**config.mk**
```make
export PLATFORM = sky130hd
export DESIGN_NAME = texture_top
export DESIGN_NICKNAME = d
export VERILOG_FILES = /design/src/hw/img_pkg.sv /design/src/hw/lbp_pkg.sv /design/src/hw/row_buffer.sv /design/src/hw/window_3x3.sv /design/src/hw/lbp_encoder.sv /design/src/hw/texture_top.sv
export SDC_FILE = /design/constraint.sdc
export NUM_CORES = 1
export LEC_CHECK = 0
export BUFFER_PORTS_ARGS = -buffer_cell sky130_fd_sc_hd__buf_2
export CAP_MARGIN = 20
export CORE_MARGIN = 1
export CORE_UTILIZATION = 35
export DETAILED_ROUTE_END_ITERATION = 6
export SLEW_MARGIN = 10
export SYNTH_ARGS = -nofsm -noshare
export SYNTH_HDL_FRONTEND = slang
export SYNTH_SLANG_ARGS = --single-unit
```
**constraint.sdc**
```tcl
create_clock -name clk -period 10.37 [get_ports clk]
set_input_delay 2.5925 -clock clk [delete_from_list [all_inputs] [get_ports clk]]
set_output_delay 2.5925 -clock clk [all_outputs]
set_load 0.02 [all_outputs]
```
**src/hw/img_pkg.sv**
```systemverilog
package img_pkg;

    // frame geometry
    localparam int unsigned IMG_COLS = 16;
    localparam int unsigned IMG_ROWS = 12;

    // grayscale sample width
    localparam int unsigned PIXEL_W = 8;

    // counter widths, sized for the geometry above
    localparam int unsigned COL_W = 4;
    localparam int unsigned ROW_W = 4;

    // one grayscale pixel
    typedef logic [PIXEL_W-1:0] pixel_t;

    // column index within a row
    typedef logic [COL_W-1:0] col_t;

    // row index within a frame
    typedef logic [ROW_W-1:0] row_t;

endpackage

```
**src/hw/lbp_pkg.sv**
```systemverilog
package lbp_pkg;

    // neighbors around the center pixel
    localparam int unsigned NEIGHBORS = 8;

    // nine pixels of 255 reach 2295, so 12 bits
    localparam int unsigned SUM_W = 12;

    typedef logic [NEIGHBORS-1:0] code_t;

    typedef logic [SUM_W-1:0] sum_t;

    // neighbor times nine, compared against the window sum
    typedef logic [SUM_W-1:0] scaled_t;

    // code bit position of each neighbor
    localparam int unsigned NB_E  = 0;
    localparam int unsigned NB_NE = 1;
    localparam int unsigned NB_N  = 2;
    localparam int unsigned NB_NW = 3;
    localparam int unsigned NB_W  = 4;
    localparam int unsigned NB_SW = 5;
    localparam int unsigned NB_S  = 6;
    localparam int unsigned NB_SE = 7;

endpackage

```
**src/hw/row_buffer.sv**
```systemverilog
`timescale 1ns/1ps

module row_buffer (
    input  logic            clk,
    input  logic            reset_i,
    input  img_pkg::pixel_t pix_i,
    input  logic            done_i,
    output img_pkg::pixel_t col_top_o,
    output img_pkg::pixel_t col_mid_o,
    output img_pkg::pixel_t col_bot_o,
    output logic            col_done_o
);

    // two rows back and one row back
    img_pkg::pixel_t top_mem [0:img_pkg::IMG_COLS-1];
    img_pkg::pixel_t mid_mem [0:img_pkg::IMG_COLS-1];

    img_pkg::col_t   wr_ptr;
    img_pkg::pixel_t old_top;
    img_pkg::pixel_t old_mid;

    assign old_top = top_mem[wr_ptr];
    assign old_mid = mid_mem[wr_ptr];

    // shared column pointer, moves once per pixel
    always_ff @(posedge clk) begin
        if (reset_i) begin
            wr_ptr <= '0;
        end else if (done_i) begin
            if (wr_ptr == img_pkg::col_t'(img_pkg::IMG_COLS - 1)) begin
                wr_ptr <= '0;
            end else begin
                wr_ptr <= wr_ptr + 1'b1;
            end
        end
    end

    // middle row ages into the top row, new pixel takes its place
    always_ff @(posedge clk) begin
        if (done_i) begin
            top_mem[wr_ptr] <= old_mid;
            mid_mem[wr_ptr] <= pix_i;
            col_top_o       <= old_top;
            col_mid_o       <= old_mid;
            col_bot_o       <= pix_i;
        end
    end

    always_ff @(posedge clk) begin
        if (reset_i) begin
            col_done_o <= 1'b0;
        end else begin
            col_done_o <= done_i;
        end
    end

endmodule

```
**src/hw/window_3x3.sv**
```systemverilog
`timescale 1ns/1ps

module window_3x3 (
    input  logic            clk,
    input  logic            reset_i,
    input  img_pkg::pixel_t col_top_i,
    input  img_pkg::pixel_t col_mid_i,
    input  img_pkg::pixel_t col_bot_i,
    input  logic            col_done_i,
    output img_pkg::pixel_t win_nw_o,
    output img_pkg::pixel_t win_n_o,
    output img_pkg::pixel_t win_ne_o,
    output img_pkg::pixel_t win_w_o,
    output img_pkg::pixel_t win_c_o,
    output img_pkg::pixel_t win_e_o,
    output img_pkg::pixel_t win_sw_o,
    output img_pkg::pixel_t win_s_o,
    output img_pkg::pixel_t win_se_o,
    output logic            win_done_o,
    output logic            win_last_o
);

    // index 0 is west, 2 is east (newest column)
    img_pkg::pixel_t top_q [0:2];
    img_pkg::pixel_t mid_q [0:2];
    img_pkg::pixel_t bot_q [0:2];

    // position of the column being shifted in
    img_pkg::col_t col_cnt;
    img_pkg::row_t row_cnt;

    logic last_col;
    logic last_row;
    logic interior;

    assign last_col = (col_cnt == img_pkg::col_t'(img_pkg::IMG_COLS - 1));
    assign last_row = (row_cnt == img_pkg::row_t'(img_pkg::IMG_ROWS - 1));
    // a full window needs two rows and two columns already seen
    assign interior = (row_cnt >= img_pkg::row_t'(2)) && (col_cnt >= img_pkg::col_t'(2));

    always_ff @(posedge clk) begin
        if (col_done_i) begin
            top_q[0] <= top_q[1];
            top_q[1] <= top_q[2];
            top_q[2] <= col_top_i;
            mid_q[0] <= mid_q[1];
            mid_q[1] <= mid_q[2];
            mid_q[2] <= col_mid_i;
            bot_q[0] <= bot_q[1];
            bot_q[1] <= bot_q[2];
            bot_q[2] <= col_bot_i;
        end
    end

    always_ff @(posedge clk) begin
        if (reset_i) begin
            col_cnt    <= '0;
            row_cnt    <= '0;
            win_done_o <= 1'b0;
            win_last_o <= 1'b0;
        end else begin
            win_done_o <= col_done_i && interior;
            win_last_o <= col_done_i && last_row && last_col;
            if (col_done_i) begin
                if (last_col) begin
                    col_cnt <= '0;
                    // frame end wraps the row as well
                    row_cnt <= last_row ? '0 : row_cnt + 1'b1;
                end else begin
                    col_cnt <= col_cnt + 1'b1;
                end
            end
        end
    end

    assign win_nw_o = top_q[0];
    assign win_n_o  = top_q[1];
    assign win_ne_o = top_q[2];
    assign win_w_o  = mid_q[0];
    assign win_c_o  = mid_q[1];
    assign win_e_o  = mid_q[2];
    assign win_sw_o = bot_q[0];
    assign win_s_o  = bot_q[1];
    assign win_se_o = bot_q[2];

endmodule

```
**src/hw/lbp_encoder.sv**
```systemverilog
`timescale 1ns/1ps

module lbp_encoder (
    input  logic            clk,
    input  logic            reset_i,
    input  img_pkg::pixel_t win_nw_i,
    input  img_pkg::pixel_t win_n_i,
    input  img_pkg::pixel_t win_ne_i,
    input  img_pkg::pixel_t win_w_i,
    input  img_pkg::pixel_t win_c_i,
    input  img_pkg::pixel_t win_e_i,
    input  img_pkg::pixel_t win_sw_i,
    input  img_pkg::pixel_t win_s_i,
    input  img_pkg::pixel_t win_se_i,
    input  logic            win_done_i,
    input  logic            win_last_i,
    output lbp_pkg::code_t  sign_code_o,
    output lbp_pkg::code_t  ni_code_o,
    output logic            code_done_o,
    output logic            frame_done_o
);

    img_pkg::pixel_t  nb [0:lbp_pkg::NEIGHBORS-1];
    lbp_pkg::sum_t    win_sum;
    lbp_pkg::code_t   sign_bits;
    lbp_pkg::scaled_t nb_x9 [0:lbp_pkg::NEIGHBORS-1];
    lbp_pkg::code_t   ni_bits;

    // stage one registers
    lbp_pkg::sum_t    sum_q;
    lbp_pkg::code_t   sign_q;
    lbp_pkg::scaled_t scaled_q [0:lbp_pkg::NEIGHBORS-1];
    logic             done_q;
    logic             last_q;

    // neighbors placed in code bit order
    assign nb[lbp_pkg::NB_E]  = win_e_i;
    assign nb[lbp_pkg::NB_NE] = win_ne_i;
    assign nb[lbp_pkg::NB_N]  = win_n_i;
    assign nb[lbp_pkg::NB_NW] = win_nw_i;
    assign nb[lbp_pkg::NB_W]  = win_w_i;
    assign nb[lbp_pkg::NB_SW] = win_sw_i;
    assign nb[lbp_pkg::NB_S]  = win_s_i;
    assign nb[lbp_pkg::NB_SE] = win_se_i;

    always_comb begin
        win_sum = lbp_pkg::sum_t'(win_c_i);
        for (int k = 0; k < lbp_pkg::NEIGHBORS; k++) begin
            win_sum      = win_sum + lbp_pkg::sum_t'(nb[k]);
            sign_bits[k] = (nb[k] >= win_c_i);
            // times nine as shift and add
            nb_x9[k]     = (lbp_pkg::scaled_t'(nb[k]) << 3) + lbp_pkg::scaled_t'(nb[k]);
        end
    end

    // neighbor >= sum / 9, rewritten as 9 * neighbor >= sum
    always_comb begin
        for (int k = 0; k < lbp_pkg::NEIGHBORS; k++) begin
            ni_bits[k] = (scaled_q[k] >= sum_q);
        end
    end

    always_ff @(posedge clk) begin
        if (win_done_i) begin
            sum_q  <= win_sum;
            sign_q <= sign_bits;
            for (int k = 0; k < lbp_pkg::NEIGHBORS; k++) begin
                scaled_q[k] <= nb_x9[k];
            end
        end
        if (done_q) begin
            sign_code_o <= sign_q;
            ni_code_o   <= ni_bits;
        end
    end

    always_ff @(posedge clk) begin
        if (reset_i) begin
            done_q       <= 1'b0;
            last_q       <= 1'b0;
            code_done_o  <= 1'b0;
            frame_done_o <= 1'b0;
        end else begin
            done_q       <= win_done_i;
            last_q       <= win_last_i;
            code_done_o  <= done_q;
            frame_done_o <= done_q && last_q;
        end
    end

endmodule

```
**src/hw/texture_top.sv**
```systemverilog
`timescale 1ns/1ps

module texture_top (
    input  logic            clk,
    input  logic            reset_i,
    input  img_pkg::pixel_t pix_i,
    input  logic            done_i,
    output lbp_pkg::code_t  sign_code_o,
    output lbp_pkg::code_t  ni_code_o,
    output logic            code_done_o,
    output logic            frame_done_o
);

    // three-pixel column from the row buffer
    img_pkg::pixel_t col_top;
    img_pkg::pixel_t col_mid;
    img_pkg::pixel_t col_bot;
    logic            col_done;

    // current 3x3 window
    img_pkg::pixel_t win_nw;
    img_pkg::pixel_t win_n;
    img_pkg::pixel_t win_ne;
    img_pkg::pixel_t win_w;
    img_pkg::pixel_t win_c;
    img_pkg::pixel_t win_e;
    img_pkg::pixel_t win_sw;
    img_pkg::pixel_t win_s;
    img_pkg::pixel_t win_se;
    logic            win_done;
    logic            win_last;

    row_buffer u_row_buffer (
        .clk        (clk),
        .reset_i    (reset_i),
        .pix_i      (pix_i),
        .done_i     (done_i),
        .col_top_o  (col_top),
        .col_mid_o  (col_mid),
        .col_bot_o  (col_bot),
        .col_done_o (col_done)
    );

    window_3x3 u_window (
        .clk        (clk),
        .reset_i    (reset_i),
        .col_top_i  (col_top),
        .col_mid_i  (col_mid),
        .col_bot_i  (col_bot),
        .col_done_i (col_done),
        .win_nw_o   (win_nw),
        .win_n_o    (win_n),
        .win_ne_o   (win_ne),
        .win_w_o    (win_w),
        .win_c_o    (win_c),
        .win_e_o    (win_e),
        .win_sw_o   (win_sw),
        .win_s_o    (win_s),
        .win_se_o   (win_se),
        .win_done_o (win_done),
        .win_last_o (win_last)
    );

    lbp_encoder u_encoder (
        .clk          (clk),
        .reset_i      (reset_i),
        .win_nw_i     (win_nw),
        .win_n_i      (win_n),
        .win_ne_i     (win_ne),
        .win_w_i      (win_w),
        .win_c_i      (win_c),
        .win_e_i      (win_e),
        .win_sw_i     (win_sw),
        .win_s_i      (win_s),
        .win_se_i     (win_se),
        .win_done_i   (win_done),
        .win_last_i   (win_last),
        .sign_code_o  (sign_code_o),
        .ni_code_o    (ni_code_o),
        .code_done_o  (code_done_o),
        .frame_done_o (frame_done_o)
    );

endmodule

```
## Word level (Yosys, flattened, before mapping)

Memories as Yosys holds them, arrays and structs flattened. A register that Yosys moved wholly into a read port is not among the register bits.
Index checks and enable logic that the tools add are counted.

| word-level totals | value |
|---|---|
| bits in registers | 71 |
| latch bits | 0 |
| bits in writable memories | 424 |
| ROM bits | 0 |
| bits of input ports | 11 |
| output and inout bits | 18 |
| logic and storage cells | 79 |
| memories | 6 |

| cells by class | value |
|---|---|
| add/subtract/negate cells | 19 |
| multipliers | 0 |
| divide/modulo/power cells | 0 |
| $lt $le $gt $ge | 18 |
| equal/unequal tests | 3 |
| shifts and indexed selects | 0 |
| mux-type cells | 11 |
| bitwise operators | 0 |
| reductions and logical operators | 6 |

Memory list:

| name | depth | width | read ports | clocked after memory_dff | write ports | line | RTL |
|---|---|---|---|---|---|---|---|
| u_row_buffer.mid_mem | 16 | 8 | 1 | 1 | 1 | row_buffer.sv:16 | `img_pkg::pixel_t mid_mem [0:img_pkg::IMG_COLS-1];` |
| u_row_buffer.top_mem | 16 | 8 | 1 | 1 | 1 | row_buffer.sv:15 | `img_pkg::pixel_t top_mem [0:img_pkg::IMG_COLS-1];` |
| u_encoder.scaled_q | 8 | 12 | 8 | 0 | 8 | lbp_encoder.sv:32 | `lbp_pkg::scaled_t scaled_q [0:lbp_pkg::NEIGHBORS-1];` |
| u_window.bot_q | 3 | 8 | 3 | 0 | 3 | window_3x3.sv:26 | `img_pkg::pixel_t bot_q [0:2];` |
| u_window.mid_q | 3 | 8 | 3 | 0 | 3 | window_3x3.sv:25 | `img_pkg::pixel_t mid_q [0:2];` |
| u_window.top_q | 3 | 8 | 3 | 0 | 3 | window_3x3.sv:24 | `img_pkg::pixel_t top_q [0:2];` |

Operators by type and width:

| operator | number |
|---|---|
| $add 11x8->12 | 8 |
| $ge 12x12->1 | 8 |
| $add 12x8->12 | 7 |
| $ge 8x8->1 | 8 |
| $mux 4 | 5 |
| $add 4x1->4 const B | 3 |
| $eq 4x4->1 const B | 3 |
| $add 8x8->9 | 1 |
| $ge 4x2->1 const B | 2 |
| $mux 1 | 6 |
| $logic_and 1x1->1 | 5 |
| $reduce_and 2->1 | 1 |

## Longest topological paths before layout

Gate-level depths: netlist (run 1).
An unclocked memory read counts as a cell.

| logic depth | value |
|---|---|
| depth in word-level cells | 9 |
| gate-level depth with buffers | 20 |
| mapped depth without buffers | 20 |

## Modules after synthesis

From an unflattened synthesis (run 1), not the netlist that was laid out.

| unflattened totals | value |
|---|---|
| cells, all modules | 1639 |
| area total of the unflattened synthesis | 25060.3 µm² |

By module, submodules not included:

| module | instances | cells each | area each (µm²) | seq. area each (µm²) |
|---|---|---|---|---|
| lbp_encoder | 1 | 1035 | 11491.0 | 4043.9 |
| row_buffer | 1 | 476 | 10914.2 | 8588.2 |
| window_3x3 | 1 | 128 | 2655.0 | 2362.3 |

## Least setup slack after synthesis (run 1)

Ideal clock, no wire load.

| timing | value |
|---|---|
| path kind | flip-flop to flip-flop |
| start point | memory u_window.mid_q[0][10] (netlist name) |
| end point | register u_encoder.sum_q[11] (data pin) |
| setup time | 0.261 ns |
| arrival | 4.805 ns |
| required time | 10.109 ns |
| setup slack | 5.304 ns |
| stages on the path, launching flop included | 18 |
| path buffers | 0 |
| period minus slack after synthesis | 5.066 ns |
| path through | edfxtp_1 > inv_1 > ha_1 > nand2b_1 > a21oi_1 > nor2_1 > o311ai_0 > xnor2_1 > fa_1 > inv_1 > fa_1 > fa_1 > fa_1 > inv_1 > ha_1 > o21a_1 > o31a_1 > o311a_1 |

RTL lines:

| element | line | RTL |
|---|---|---|
| start, declared | window_3x3.sv:25 |  |
| end signal, assigned | lbp_encoder.sv:65 | `sum_q <= win_sum;` |
| end, declared | lbp_encoder.sv:30 | `lbp_pkg::sum_t sum_q;` |

==> impl_metrics.env, run 1 <==
export IMPL_port_buffers=28
export IMPL_synth_area_leaders="edfxtp_1, ha_1, mux4_2, fa_1, inv_1"
export IMPL_synth_compound_area_share_pct=6.78
export IMPL_post_route_period_util_pct=54.6
export IMPL_layout_cells_non_filler=2633
export IMPL_drtIter0Drc=828
export IMPL_initial_utilization_pct=35.4
export IMPL_cts_resized=0
export IMPL_slew_headroom_pct=25.9
export IMPL_clockRootBuffer="clkbuf_16"
export IMPL_ys_seq_elements=507
export IMPL_cp_max_fo=8
export IMPL_yosys_top_cells_count="edfxtp_1, ha_1, inv_1, a21oi_1, mux4_2"
export IMPL_status="finished clean"
export IMPL_htreeDepth=2
export IMPL_tns_ps=0
export IMPL_synth_most_common_cell="edfxtp_1"
export IMPL_grt_pass1_wl_mm=82.6
export IMPL_top_layer="met4"
export IMPL_p_per_area_mw_per_mm2=183
export IMPL_vias=13200
export IMPL_finish_utilization_pct=39.8
export IMPL_startpoint_type="flip-flop"
export IMPL_cp_arrival_ps=6030
export IMPL_antenna_cells=0
export IMPL_slowest_stage="o311ai_0"
export IMPL_syn_inst=1576
export IMPL_cts_setup_buffers=0
export IMPL_drc=0
export IMPL_fillers=6467
export IMPL_min_path_cells=0
export IMPL_avgSynthCellArea_sq_um=15.8
export IMPL_tightestPinTransition_ps=1110
export IMPL_cts_hold_buf=0
export IMPL_synth_xor_area_share_pct=1.90
export IMPL_ioPinCount=29
export IMPL_leakage_nw=10.4
export IMPL_final_max_slew_viol_count=0
export IMPL_ant_nets=0
export IMPL_yosysSeqAreaShare_pct=60.4
export IMPL_skew_ps=52.5
export IMPL_total_power_w=0.00512
export IMPL_drv_cap=0
export IMPL_fin_nets=1947
export IMPL_path_cells="inv_1 -> ha_1 -> o311ai_0 -> nor2_1 -> xor2_1 -> fa_1 -> inv_1 -> fa_1 -> fa_1 -> fa_1 -> inv_1 -> ha_1 -> o21ai_0 -> nor2_1 -> o31a_1 -> o311a_1"
export IMPL_wl_met1_mm=23.8
export IMPL_grt_usage_pct=15.5
export IMPL_synth_top_family_by_area="adder cells"
export IMPL_cts_buffers=55
export IMPL_wl_met3_mm=2.09
export IMPL_fp_dieArea_sq_mm=0.0720
export IMPL_fin_area_sq_mm=0.0279
export IMPL_antenna_found_initial=1
export IMPL_yosys_area_top_type="edfxtp_1"
export IMPL_cts_tree="yes"
export IMPL_hp_class="flip-flop to flip-flop"
export IMPL_synth_main_ff_cell="edfxtp_1"
export IMPL_first_pass_iters=5
export IMPL_die_w_microns=268
export IMPL_grt_pass1_vias=13600
export IMPL_synth_mux_area_fraction_pct=7.30
export IMPL_coreArea_sq_mm=0.0701
export IMPL_end_kind="flip-flop"
export IMPL_reg2regPathDepth=16
export IMPL_syn2layout_area_growth_pct=12.4
export IMPL_place_congestion=0.843
export IMPL_synth_simple_gate_area_share_pct=4.69
export IMPL_ys_async_sr_fraction_pct=0
export IMPL_synthesis_area_sq_mm=0.0248
export IMPL_clk_latency_ps=660
export IMPL_synth_top_cell_area_share_pct=58.5
export IMPL_finalSetupViolations=0
export IMPL_synth_distinct_cells=52
export IMPL_rsz0062_at_grt="false"
export IMPL_vdd_ir_drop_max_uv=173
export IMPL_chipHeight_microns=268
export IMPL_cp_required_ps=10740
export IMPL_clk_path_buf_depth=3
export IMPL_via_per_inst=5.01
export IMPL_synth_edf_count=484
export IMPL_fmax_ghz=0.177
export IMPL_overflow=0
export IMPL_layout_drive_gt1_share_pct=12.5
export IMPL_ys_warn_count=0
export IMPL_post_drt_wl_per_cell_microns=20.7
export IMPL_crit_type="flip-flop to flip-flop"
export IMPL_wl_met2_mm=27.0
export IMPL_cp_common_cell="fa_1"
export IMPL_hpwl_mm=35.9
export IMPL_dpl_cell_area_sq_mm=0.0261
export IMPL_grt_max_degree=76
export IMPL_hold_viol=0
export IMPL_synthAdderAreaFrac_pct=16.1
export IMPL_syn_num_nets=1872
export IMPL_max_stage_delay_ps=730
export IMPL_clkSlewWorstSetupHoldPaths_ps=60
export IMPL_drt_total_wl_mm=54.4
export IMPL_dp_cells=2533
export IMPL_clkSinkCount=507
export IMPL_finalCriticalPeriod_ps=5660
export IMPL_num_rows=97
registers in the layout (all words and copies together), names as in the netlist, 4 cells and up, named ones only:
register and flops:
u_row_buffer.mid_mem 128, u_row_buffer.top_mem 128, u_encoder.scaled_q 96, u_window.bot_q 24
u_window.mid_q 24, u_window.top_q 24, u_encoder.sum_q 12, u_encoder.ni_code_o 8
u_encoder.sign_code_o 8, u_encoder.sign_q 8, u_row_buffer.col_bot_o 8, u_row_buffer.col_mid_o 8
u_row_buffer.col_top_o 8, u_row_buffer.wr_ptr 4, u_window.col_cnt 4, u_window.row_cnt 4
layer usage:
layer	GRT usage, %	vias up
met5	0	-
met2	26.8	266
met4	5.05	0
met3	2.66	103
met1	19.7	6631
li1	-	6202
cell families (layout without fill, tap and decap cells):
logic type,Yosys count,in the layout
simple gates,213,213
mux,81,81
xor+xnor,54,54
compound gates,255,255
flops,507,507
buf+inv,181,298
fa+ha+maj,285,285
cells in the final DEF (no fill, tap or decap), drive strengths merged, types with 3 or more instances in the layout:
cell type	synthesis	final
nor3	18	18
a221oi	7	7
xor2	13	13
fa	56	56
a311oi	5	5
mux4	80	80
inv	154	154
edfxtp	484	484
nor4b	5	5
o21bai	18	18
a31oi	12	12
bufinv	0	3
clkinv	0	25
buf	18	45
a211o	9	9
clkbuf	9	68
dfxtp	23	23
clkinvlp	0	3
nand2	34	34
o311ai	5	5
a211oi	8	8
xnor2	41	41
ha	229	229
o21a	3	3
a21o	61	61
a21oi	84	84
o2111ai	4	4
o31a	5	5
nand2b	24	24
nand3	4	4
and2	26	26
nor2	42	42
nor3b	21	21
nor4	5	5
nand4	17	17
o21ai	24	24
nor2b	7	7
or3	4	4
path summary, 6_finish.rpt:
kind / to / slack [ps] / start
setup / recovery: u_encoder.sum_q[11]$_DFFE_PP_ / 4710 / u_window.mid_q[0][12]$_DFFE_PP_
setup reg to reg: u_encoder.sum_q[11]$_DFFE_PP_ / 4710 / u_window.mid_q[0][12]$_DFFE_PP_
hold / removal: u_window.top_q[0][21]$_DFFE_PP_ / 420 / u_row_buffer.col_top_o[5]$_DFFE_PP_
hold reg to reg: u_window.top_q[0][21]$_DFFE_PP_ / 420 / u_row_buffer.col_top_o[5]$_DFFE_PP_
cell type report:
type                            instances  area (sq um)  area share [%]
Clock buffer                           68          1470            5.25
Clock inverter                         31           302            1.08
Inverter                              154           578            2.07
Multi-Input combinational cell        888          9120            32.7
Sequential cell                       507         15000            53.7
Tap cell                              940          1180            4.21
Timing Repair Buffer                   45           275           0.986
worst max-delay path, delay by kind of cell, from the launching register on:
family | cells | cell delay (ps)
AOI/OAI and AO/OA | 4 | 1450
DFF | 1 | 410
xor gates and xnor gates | 1 | 190
and+or+nand+nor | 2 | 200
adders and majority gates | 6 | 2770
buffers and inverters | 3 | 390
report_power, final:
part	total (W)	switching [W]	internal, W
Clock	0.00190	0.000815	0.00108
Sequential	0.00240	0.0000489	0.00235
Combinational	0.000820	0.000448	0.000372
Total	0.00512	0.00131	0.00381
per-stage QoR:
stage / setup WS [ps] / hold slack, ps
after floorplan: 5300 / 400
final: 4710 / 417
after global placement: 4870 / 402
after detailed placement: 4780 / 405
after CTS: 4740 / 415
after global routing: 4460 / 422
Note: power is estimated with default switching activity, not from simulation.
==> run 2, diff against run 1 <==
==> constraint.sdc (replaced) <==
create_clock -name clk -period 5.2 [get_ports clk]
set_input_delay 1.3 -clock clk [delete_from_list [all_inputs] [get_ports clk]]
set_output_delay 1.3 -clock clk [all_outputs]
set_load 0.02 [all_outputs]
==> run 2 against run 1 <==
Via count is 2.9% higher. Routed wire length increased by 3.8%. Design area grew 1.3%. Global-route usage up 0.50 points. Non-clock buffer count is 34 higher. Sequential cell count did not move. First-iteration DRC count up 2.3%. Worst setup slack lost 4600 ps. Count of clock-buffer cells in the layout is 4 lower.
==> impl_metrics.env, run 2 (same netlist as run 1, synthesis figures left out) <==
export IMPL_clk_latency_ps=630
export IMPL_reg_largest_list="u_row_buffer.mid_mem: 128 flops, u_row_buffer.top_mem: 128 flops, u_encoder.scaled_q: 96 flops"
export IMPL_startpoint="u_window.mid_q[0][8]$_DFFE_PP_"
export IMPL_min_path_cells=0
export IMPL_clkSlewWorstSetupHoldPaths_ps=60
export IMPL_p_int_w=0.00779
export IMPL_tns_ps=0
export IMPL_slew_headroom_pct=26.9
export IMPL_clkSinkCount=507
export IMPL_place_congestion=0.851
export IMPL_overflow=0
export IMPL_cp_required_ps=5550
export IMPL_final_max_slew_viol_count=0
export IMPL_r2r_start="u_window.mid_q[0][8]$_DFFE_PP_"
export IMPL_finalCriticalPeriod_ps=5100
export IMPL_cp_max_fo=3
export IMPL_port_buffers=28
export IMPL_drv_cap=0
export IMPL_initial_utilization_pct=35.4
export IMPL_end_kind="flip-flop"
export IMPL_finalSetupViolations=0
export IMPL_first_pass_iters=5
export IMPL_p_sw_w=0.00272
export IMPL_layout_drive_gt1_share_pct=15.3
export IMPL_fillers=6418
export IMPL_coreArea_sq_mm=0.0701
export IMPL_crit_end="u_encoder.sum_q[10]$_DFFE_PP_"
export IMPL_cts_hold_buf=0
export IMPL_pwr_share_comb_pct=18.6
export IMPL_fp_dieArea_sq_mm=0.0720
export IMPL_cp_arrival_ps=5450
export IMPL_grt_pass1_wl_mm=84.9
export IMPL_crit_type="flip-flop to flip-flop"
export IMPL_fmax_ghz=0.196
export IMPL_die_w_microns=268
export IMPL_antenna_cells=0
export IMPL_ant_nets=0
export IMPL_tightestPinTransition_ps=1100
export IMPL_cts_tree="yes"
export IMPL_seq_power_share_pct=45.6
export IMPL_clk_path_buf_depth=3
export IMPL_grt_max_degree=76
export IMPL_cts_buffers=53
export IMPL_layout_commonest_cell="edfxtp_1"
export IMPL_p_sw_share_pct=25.9
export IMPL_via_per_inst=5.10
export IMPL_drtIter0Drc=847
export IMPL_status="finished clean"
export IMPL_hp_class="flip-flop to flip-flop"
export IMPL_vdd_ir_drop_max_uv=317
export IMPL_clockRootBuffer="clkbuf_16"
export IMPL_hold_viol=0
export IMPL_ioPinCount=29
export IMPL_post_route_period_util_pct=98.0
export IMPL_num_rows=97
export IMPL_antenna_found_initial=0
export IMPL_vias=13600
export IMPL_reg2reg_to="u_encoder.sum_q[10]$_DFFE_PP_"
export IMPL_post_drt_wl_per_cell_microns=21.2
export IMPL_syn2layout_area_growth_pct=13.9
export IMPL_multi_input_area_sq_mm=0.00927
export IMPL_fin_nets=1979
export IMPL_grt_pass1_vias=14300
export IMPL_layout_common_cells="edfxtp_1, ha_1, inv_1"
export IMPL_drc=0
export IMPL_drt_total_wl_mm=56.5
export IMPL_grt_usage_pct=16.0
export IMPL_ff_latch_area_sq_mm=0.0150
export IMPL_startpoint_type="flip-flop"
export IMPL_clkPwrFrac_pct=35.8
export IMPL_p_per_area_mw_per_mm2=371
export IMPL_reg2regPathDepth=18
export IMPL_r2r_slack_ps=100
export IMPL_hpwl_mm=36.9
export IMPL_leakage_nw=10.5
export IMPL_htreeDepth=2
export IMPL_finish_utilization_pct=40.3
export IMPL_chipHeight_microns=268
export IMPL_skew_ps=25.9
run 2: cell types whose count changed in the layout (fill, tap and decap cells not counted), moves of 3 or more:
cell,change
clkbuf_8,-4
buf_4,+33
o21ai_1,+3
inv_1,-3
ha_4,+5
ha_1,-7
o21ai_0,-3
inv_2,+3
run 2: layer usage:
layer	GRT usage, %	vias up	part of all wire, %
met2	27.9	304	50
met1	19.8	6911	43
met5	0	-	0
met4	6.05	0	3.4
li1	-	6263	-
met3	2.77	111	4.5
run 2: layout make-up:
type	count	area share, %
flip-flops and latches	507	53.0
multi-input cells	888	32.8
clock buffers	64	4.83
well taps	940	4.16
inverters	154	2.04
repair buffers	79	1.89
clock inverters	35	1.26
run 2: worst max-delay path, cell delays in order (launching register included):
cell and delay, ps:
edfxtp_1 410, ha_2 230, fa_2 390, buf_4 150, xnor2_2 160, fa_1 490
inv_1 50, fa_1 540, fa_1 450, fa_1 550, inv_1 40, ha_2 200
inv_2 60, fa_2 230, nor2b_4 50, o31a_1 320, nor4_2 240, nor2_1 90
xor2_1 170
run 2: how the worst min path moves through the flow:
| stage | end | start | slack [ps] |
|---|---|---|---|
| floorplan | u_encoder.sign_code_o[0]$_DFFE_PP_ | u_encoder.sign_q[0]$_DFFE_PP_ | 400 |
| global placement | u_window.top_q[0][20]$_DFFE_PP_ | u_row_buffer.col_top_o[4]$_DFFE_PP_ | 400 |
| detailed placement | u_encoder.sign_code_o[3]$_DFFE_PP_ | u_encoder.sign_q[3]$_DFFE_PP_ | 400 |
| CTS | u_window.top_q[0][19]$_DFFE_PP_ | u_row_buffer.col_top_o[3]$_DFFE_PP_ | 420 |
| global route | u_encoder.sign_code_o[6]$_DFFE_PP_ | u_encoder.sign_q[6]$_DFFE_PP_ | 430 |
| finish | u_encoder.sign_code_o[3]$_DFFE_PP_ | u_encoder.sign_q[3]$_DFFE_PP_ | 420 |
run 2: metrics by stage:
step | instances | instance area [sq um] | power, W | worst slack, ps | hold slack (ps)
6_report | 2667 | 28300 | 0.0105 | 102 | 416
5_1_grt | 2667 | 28300 | 0.0110 | -71.3 | 427
4_1_cts | 2660 | 28100 | 0.0103 | 0.951 | 418
3_5_place_dp | 2561 | 26300 | 0.00658 | -3.22 | 405
3_3_place_gp | 2561 | 26300 | 0.00654 | 57.5 | 400
2_1_floorplan | 1576 | 24800 | 0.00612 | 134 | 400
run 2: power by group through the flow:
stage | clock, W | sequential (W) | combinational (W)
after global routing | 0.00398 | 0.00480 | 0.00218
after floorplan | 0 | 0.00483 | 0.00130
after CTS | 0.00384 | 0.00479 | 0.00171
final | 0.00376 | 0.00479 | 0.00195
after detailed placement | 0 | 0.00488 | 0.00170
after global placement | 0 | 0.00488 | 0.00166
run 2: timing repair:
action,in CTS,in global routing
endpoints found under the setup margin,2,4
pin swaps,0,24
buffers inserted,0,6
resized for setup,1,32
==> run 3, diff against run 2 <==
--- a/config.mk
+++ b/config.mk
@@ -7,9 +7,11 @@
 export LEC_CHECK = 0
 export BUFFER_PORTS_ARGS = -buffer_cell sky130_fd_sc_hd__buf_2
 export CAP_MARGIN = 20
+export CORE_ASPECT_RATIO = 0.9
 export CORE_MARGIN = 1
-export CORE_UTILIZATION = 35
+export CORE_UTILIZATION = 25
 export DETAILED_ROUTE_END_ITERATION = 6
+export SKIP_LAST_GASP = 1
 export SLEW_MARGIN = 10
 export SYNTH_ARGS = -nofsm -noshare
 export SYNTH_HDL_FRONTEND = slang
==> run 3 against run 2 <==
Count of clock-buffer cells in the layout is 7 lower. Combinational power hardly changed. Hold slack better by 1.6 ps. Register-to-register slack better by 80 ps. Critical path type unchanged. Largest cell class unchanged. Highest routed layer unchanged.
==> impl_metrics.env, run 3 (same netlist as run 1, synthesis figures left out) <==
export IMPL_status="finished clean"
export IMPL_reg_largest_list="u_row_buffer.mid_mem: 128 flops, u_row_buffer.top_mem: 128 flops, u_encoder.scaled_q: 96 flops"
export IMPL_syn2layout_area_growth_pct=15.7
export IMPL_antenna_found_initial=3
export IMPL_slowest_stage="fa_1"
export IMPL_p_per_area_mw_per_mm2=357
export IMPL_leakage_nw=10.5
export IMPL_final_max_slew_viol_count=0
export IMPL_hpwl_mm=38.7
export IMPL_crit_end="u_encoder.sum_q[10]$_DFFE_PP_"
export IMPL_cts_tree="yes"
export IMPL_crit_type="flip-flop to flip-flop"
export IMPL_end_kind="flip-flop"
export IMPL_post_drt_wl_per_cell_microns=19.1
export IMPL_layout_common_cells="edfxtp_1, ha_1, inv_1"
export IMPL_fin_ws_ps=182
export IMPL_pre_cts_ws_ps=-114
export IMPL_finalSetupViolations=0
export IMPL_initial_utilization_pct=25.3
export IMPL_grt_usage_pct=11.6
export IMPL_num_rows=109
export IMPL_vias=13500
export IMPL_grt_max_degree=79
export IMPL_clkSlewWorstSetupHoldPaths_ps=60
export IMPL_clk_latency_ps=640
export IMPL_path_cells="ha_1 -> buf_4 -> nor3_1 -> o21ai_1 -> o311ai_2 -> o41ai_2 -> xnor2_1 -> fa_1 -> fa_1 -> fa_1 -> fa_1 -> inv_1 -> ha_1 -> or2_2 -> o31ai_4 -> nor2_1 -> xor2_1"
export IMPL_reg2reg_to="u_encoder.sum_q[10]$_DFFE_PP_"
export IMPL_r2r_start="u_window.mid_q[0][18]$_DFFE_PP_"
export IMPL_antenna_cells=0
export IMPL_vdd_ir_drop_max_uv=270
export IMPL_max_stage_delay_ps=550
export IMPL_fp_dieArea_sq_mm=0.101
export IMPL_ioPinCount=29
export IMPL_overflow=0
export IMPL_layout_commonest_cell="edfxtp_1"
export IMPL_finalCriticalPeriod_ps=5020
export IMPL_drv_cap=0
export IMPL_via_per_inst=4.43
export IMPL_fmax_ghz=0.199
export IMPL_layout_drive_gt1_share_pct=15.3
export IMPL_critPathBufInv=2
export IMPL_clk_path_buf_depth=3
export IMPL_reg2regPathDepth=17
export IMPL_drc=0
export IMPL_skew_ps=56.5
export IMPL_grt_pass1_wl_mm=88.1
export IMPL_die_w_microns=334
export IMPL_dp_cells=2955
export IMPL_total_power_w=0.0103
export IMPL_cts_buffers=50
export IMPL_port_buffers=28
export IMPL_htreeDepth=2
export IMPL_clockRootBuffer="clkbuf_16"
export IMPL_ant_nets=0
export IMPL_first_pass_iters=5
export IMPL_cp_required_ps=5560
export IMPL_tightestPinTransition_ps=1140
export IMPL_coreArea_sq_mm=0.0983
export IMPL_grt_pass1_vias=14200
export IMPL_fin_nets=1978
export IMPL_post_route_period_util_pct=96.5
export IMPL_hp_class="flip-flop to flip-flop"
export IMPL_r2r_slack_ps=180
export IMPL_cp_max_fo=4
export IMPL_drtIter0Drc=1073
export IMPL_tns_ps=0
export IMPL_chipHeight_microns=301
export IMPL_place_congestion=0.842
export IMPL_cp_common_cell="fa_1"
export IMPL_hold_viol=0
export IMPL_startpoint="u_window.mid_q[0][18]$_DFFE_PP_"
export IMPL_critPathTopFamily="adder cells"
export IMPL_layout_cells_non_filler=3054
export IMPL_drt_total_wl_mm=58.4
export IMPL_cp_arrival_ps=5380
export IMPL_clkSinkCount=507
export IMPL_startpoint_type="flip-flop"
export IMPL_cts_hold_buf=0
export IMPL_path_depth=17
export IMPL_slew_headroom_pct=24.2
run 3: changes by cell type in the layout (fill, tap and decap cells not counted), moves of 3 or more:
| cell | before | now |
|---|---|---|
| buf_4 | 49 | 46 |
| bufinv_16 | 5 | 2 |
| clkbuf_1 | 11 | 7 |
| clkbuf_16 | 53 | 50 |
| clkinv_1 | 11 | 14 |
| clkinv_2 | 14 | 8 |
| clkinvlp_4 | 2 | 5 |
run 3: what timing repair did:
action                                 in CTS  in global routing
setup buffers                               4                  2
pin swaps                                   3                 30
endpoints found under the hold margin       0                  0
resized for setup                           6                 33
setup endpoints to repair                   2                  5
run 3: how the worst min path moves through the flow:
stage,startpoint,to,cells past startpoint
global placement,u_row_buffer.col_bot_o[0]$_DFFE_PP_,u_window.bot_q[0][16]$_DFFE_PP_,0
finish,u_row_buffer.col_bot_o[4]$_DFFE_PP_,u_window.bot_q[0][20]$_DFFE_PP_,0
floorplan,u_encoder.sign_q[0]$_DFFE_PP_,u_encoder.sign_code_o[0]$_DFFE_PP_,0
CTS,u_row_buffer.col_bot_o[4]$_DFFE_PP_,u_window.bot_q[0][20]$_DFFE_PP_,0
detailed placement,u_row_buffer.col_bot_o[4]$_DFFE_PP_,u_window.bot_q[0][20]$_DFFE_PP_,0
global route,u_encoder.sign_q[4]$_DFFE_PP_,u_encoder.sign_code_o[4]$_DFFE_PP_,0
run 3: through the flow:
step / utilization (%) / area (sq um) / hold slack [ps]
6_report: 29.2 / 28700 / 418
5_1_grt: 29.2 / 28700 / 428
4_1_cts: 29.0 / 28500 / 417
3_5_place_dp: 27.4 / 26900 / 405
3_3_place_gp: 27.3 / 26800 / 403
2_1_floorplan: - / 24800 / 400
run 3: layout make-up:
cell class,instances,area (sq um)
tap,1332,1670
inverter,154,578
clock inverter,35,297
multi-input combinational,888,9310
timing repair buffer,81,608
fill,9692,69600
clock buffer,57,1280
sequential,507,15000
run 3: report_power, final:
part,internal (W),switching [W],total [W]
Combinational,0.000944,0.00102,0.00197
Sequential,0.00469,0.0000966,0.00479
Clock,0.00189,0.00163,0.00351
run 3: routing by layer:
metal	routed length, microns	track usage, %	vias to the layer above
met5	0	0	-
met4	1230	2.91	0
met3	2470	1.89	92
met2	28400	19.9	305
met1	26300	15.3	6885
li1	-	-	6258
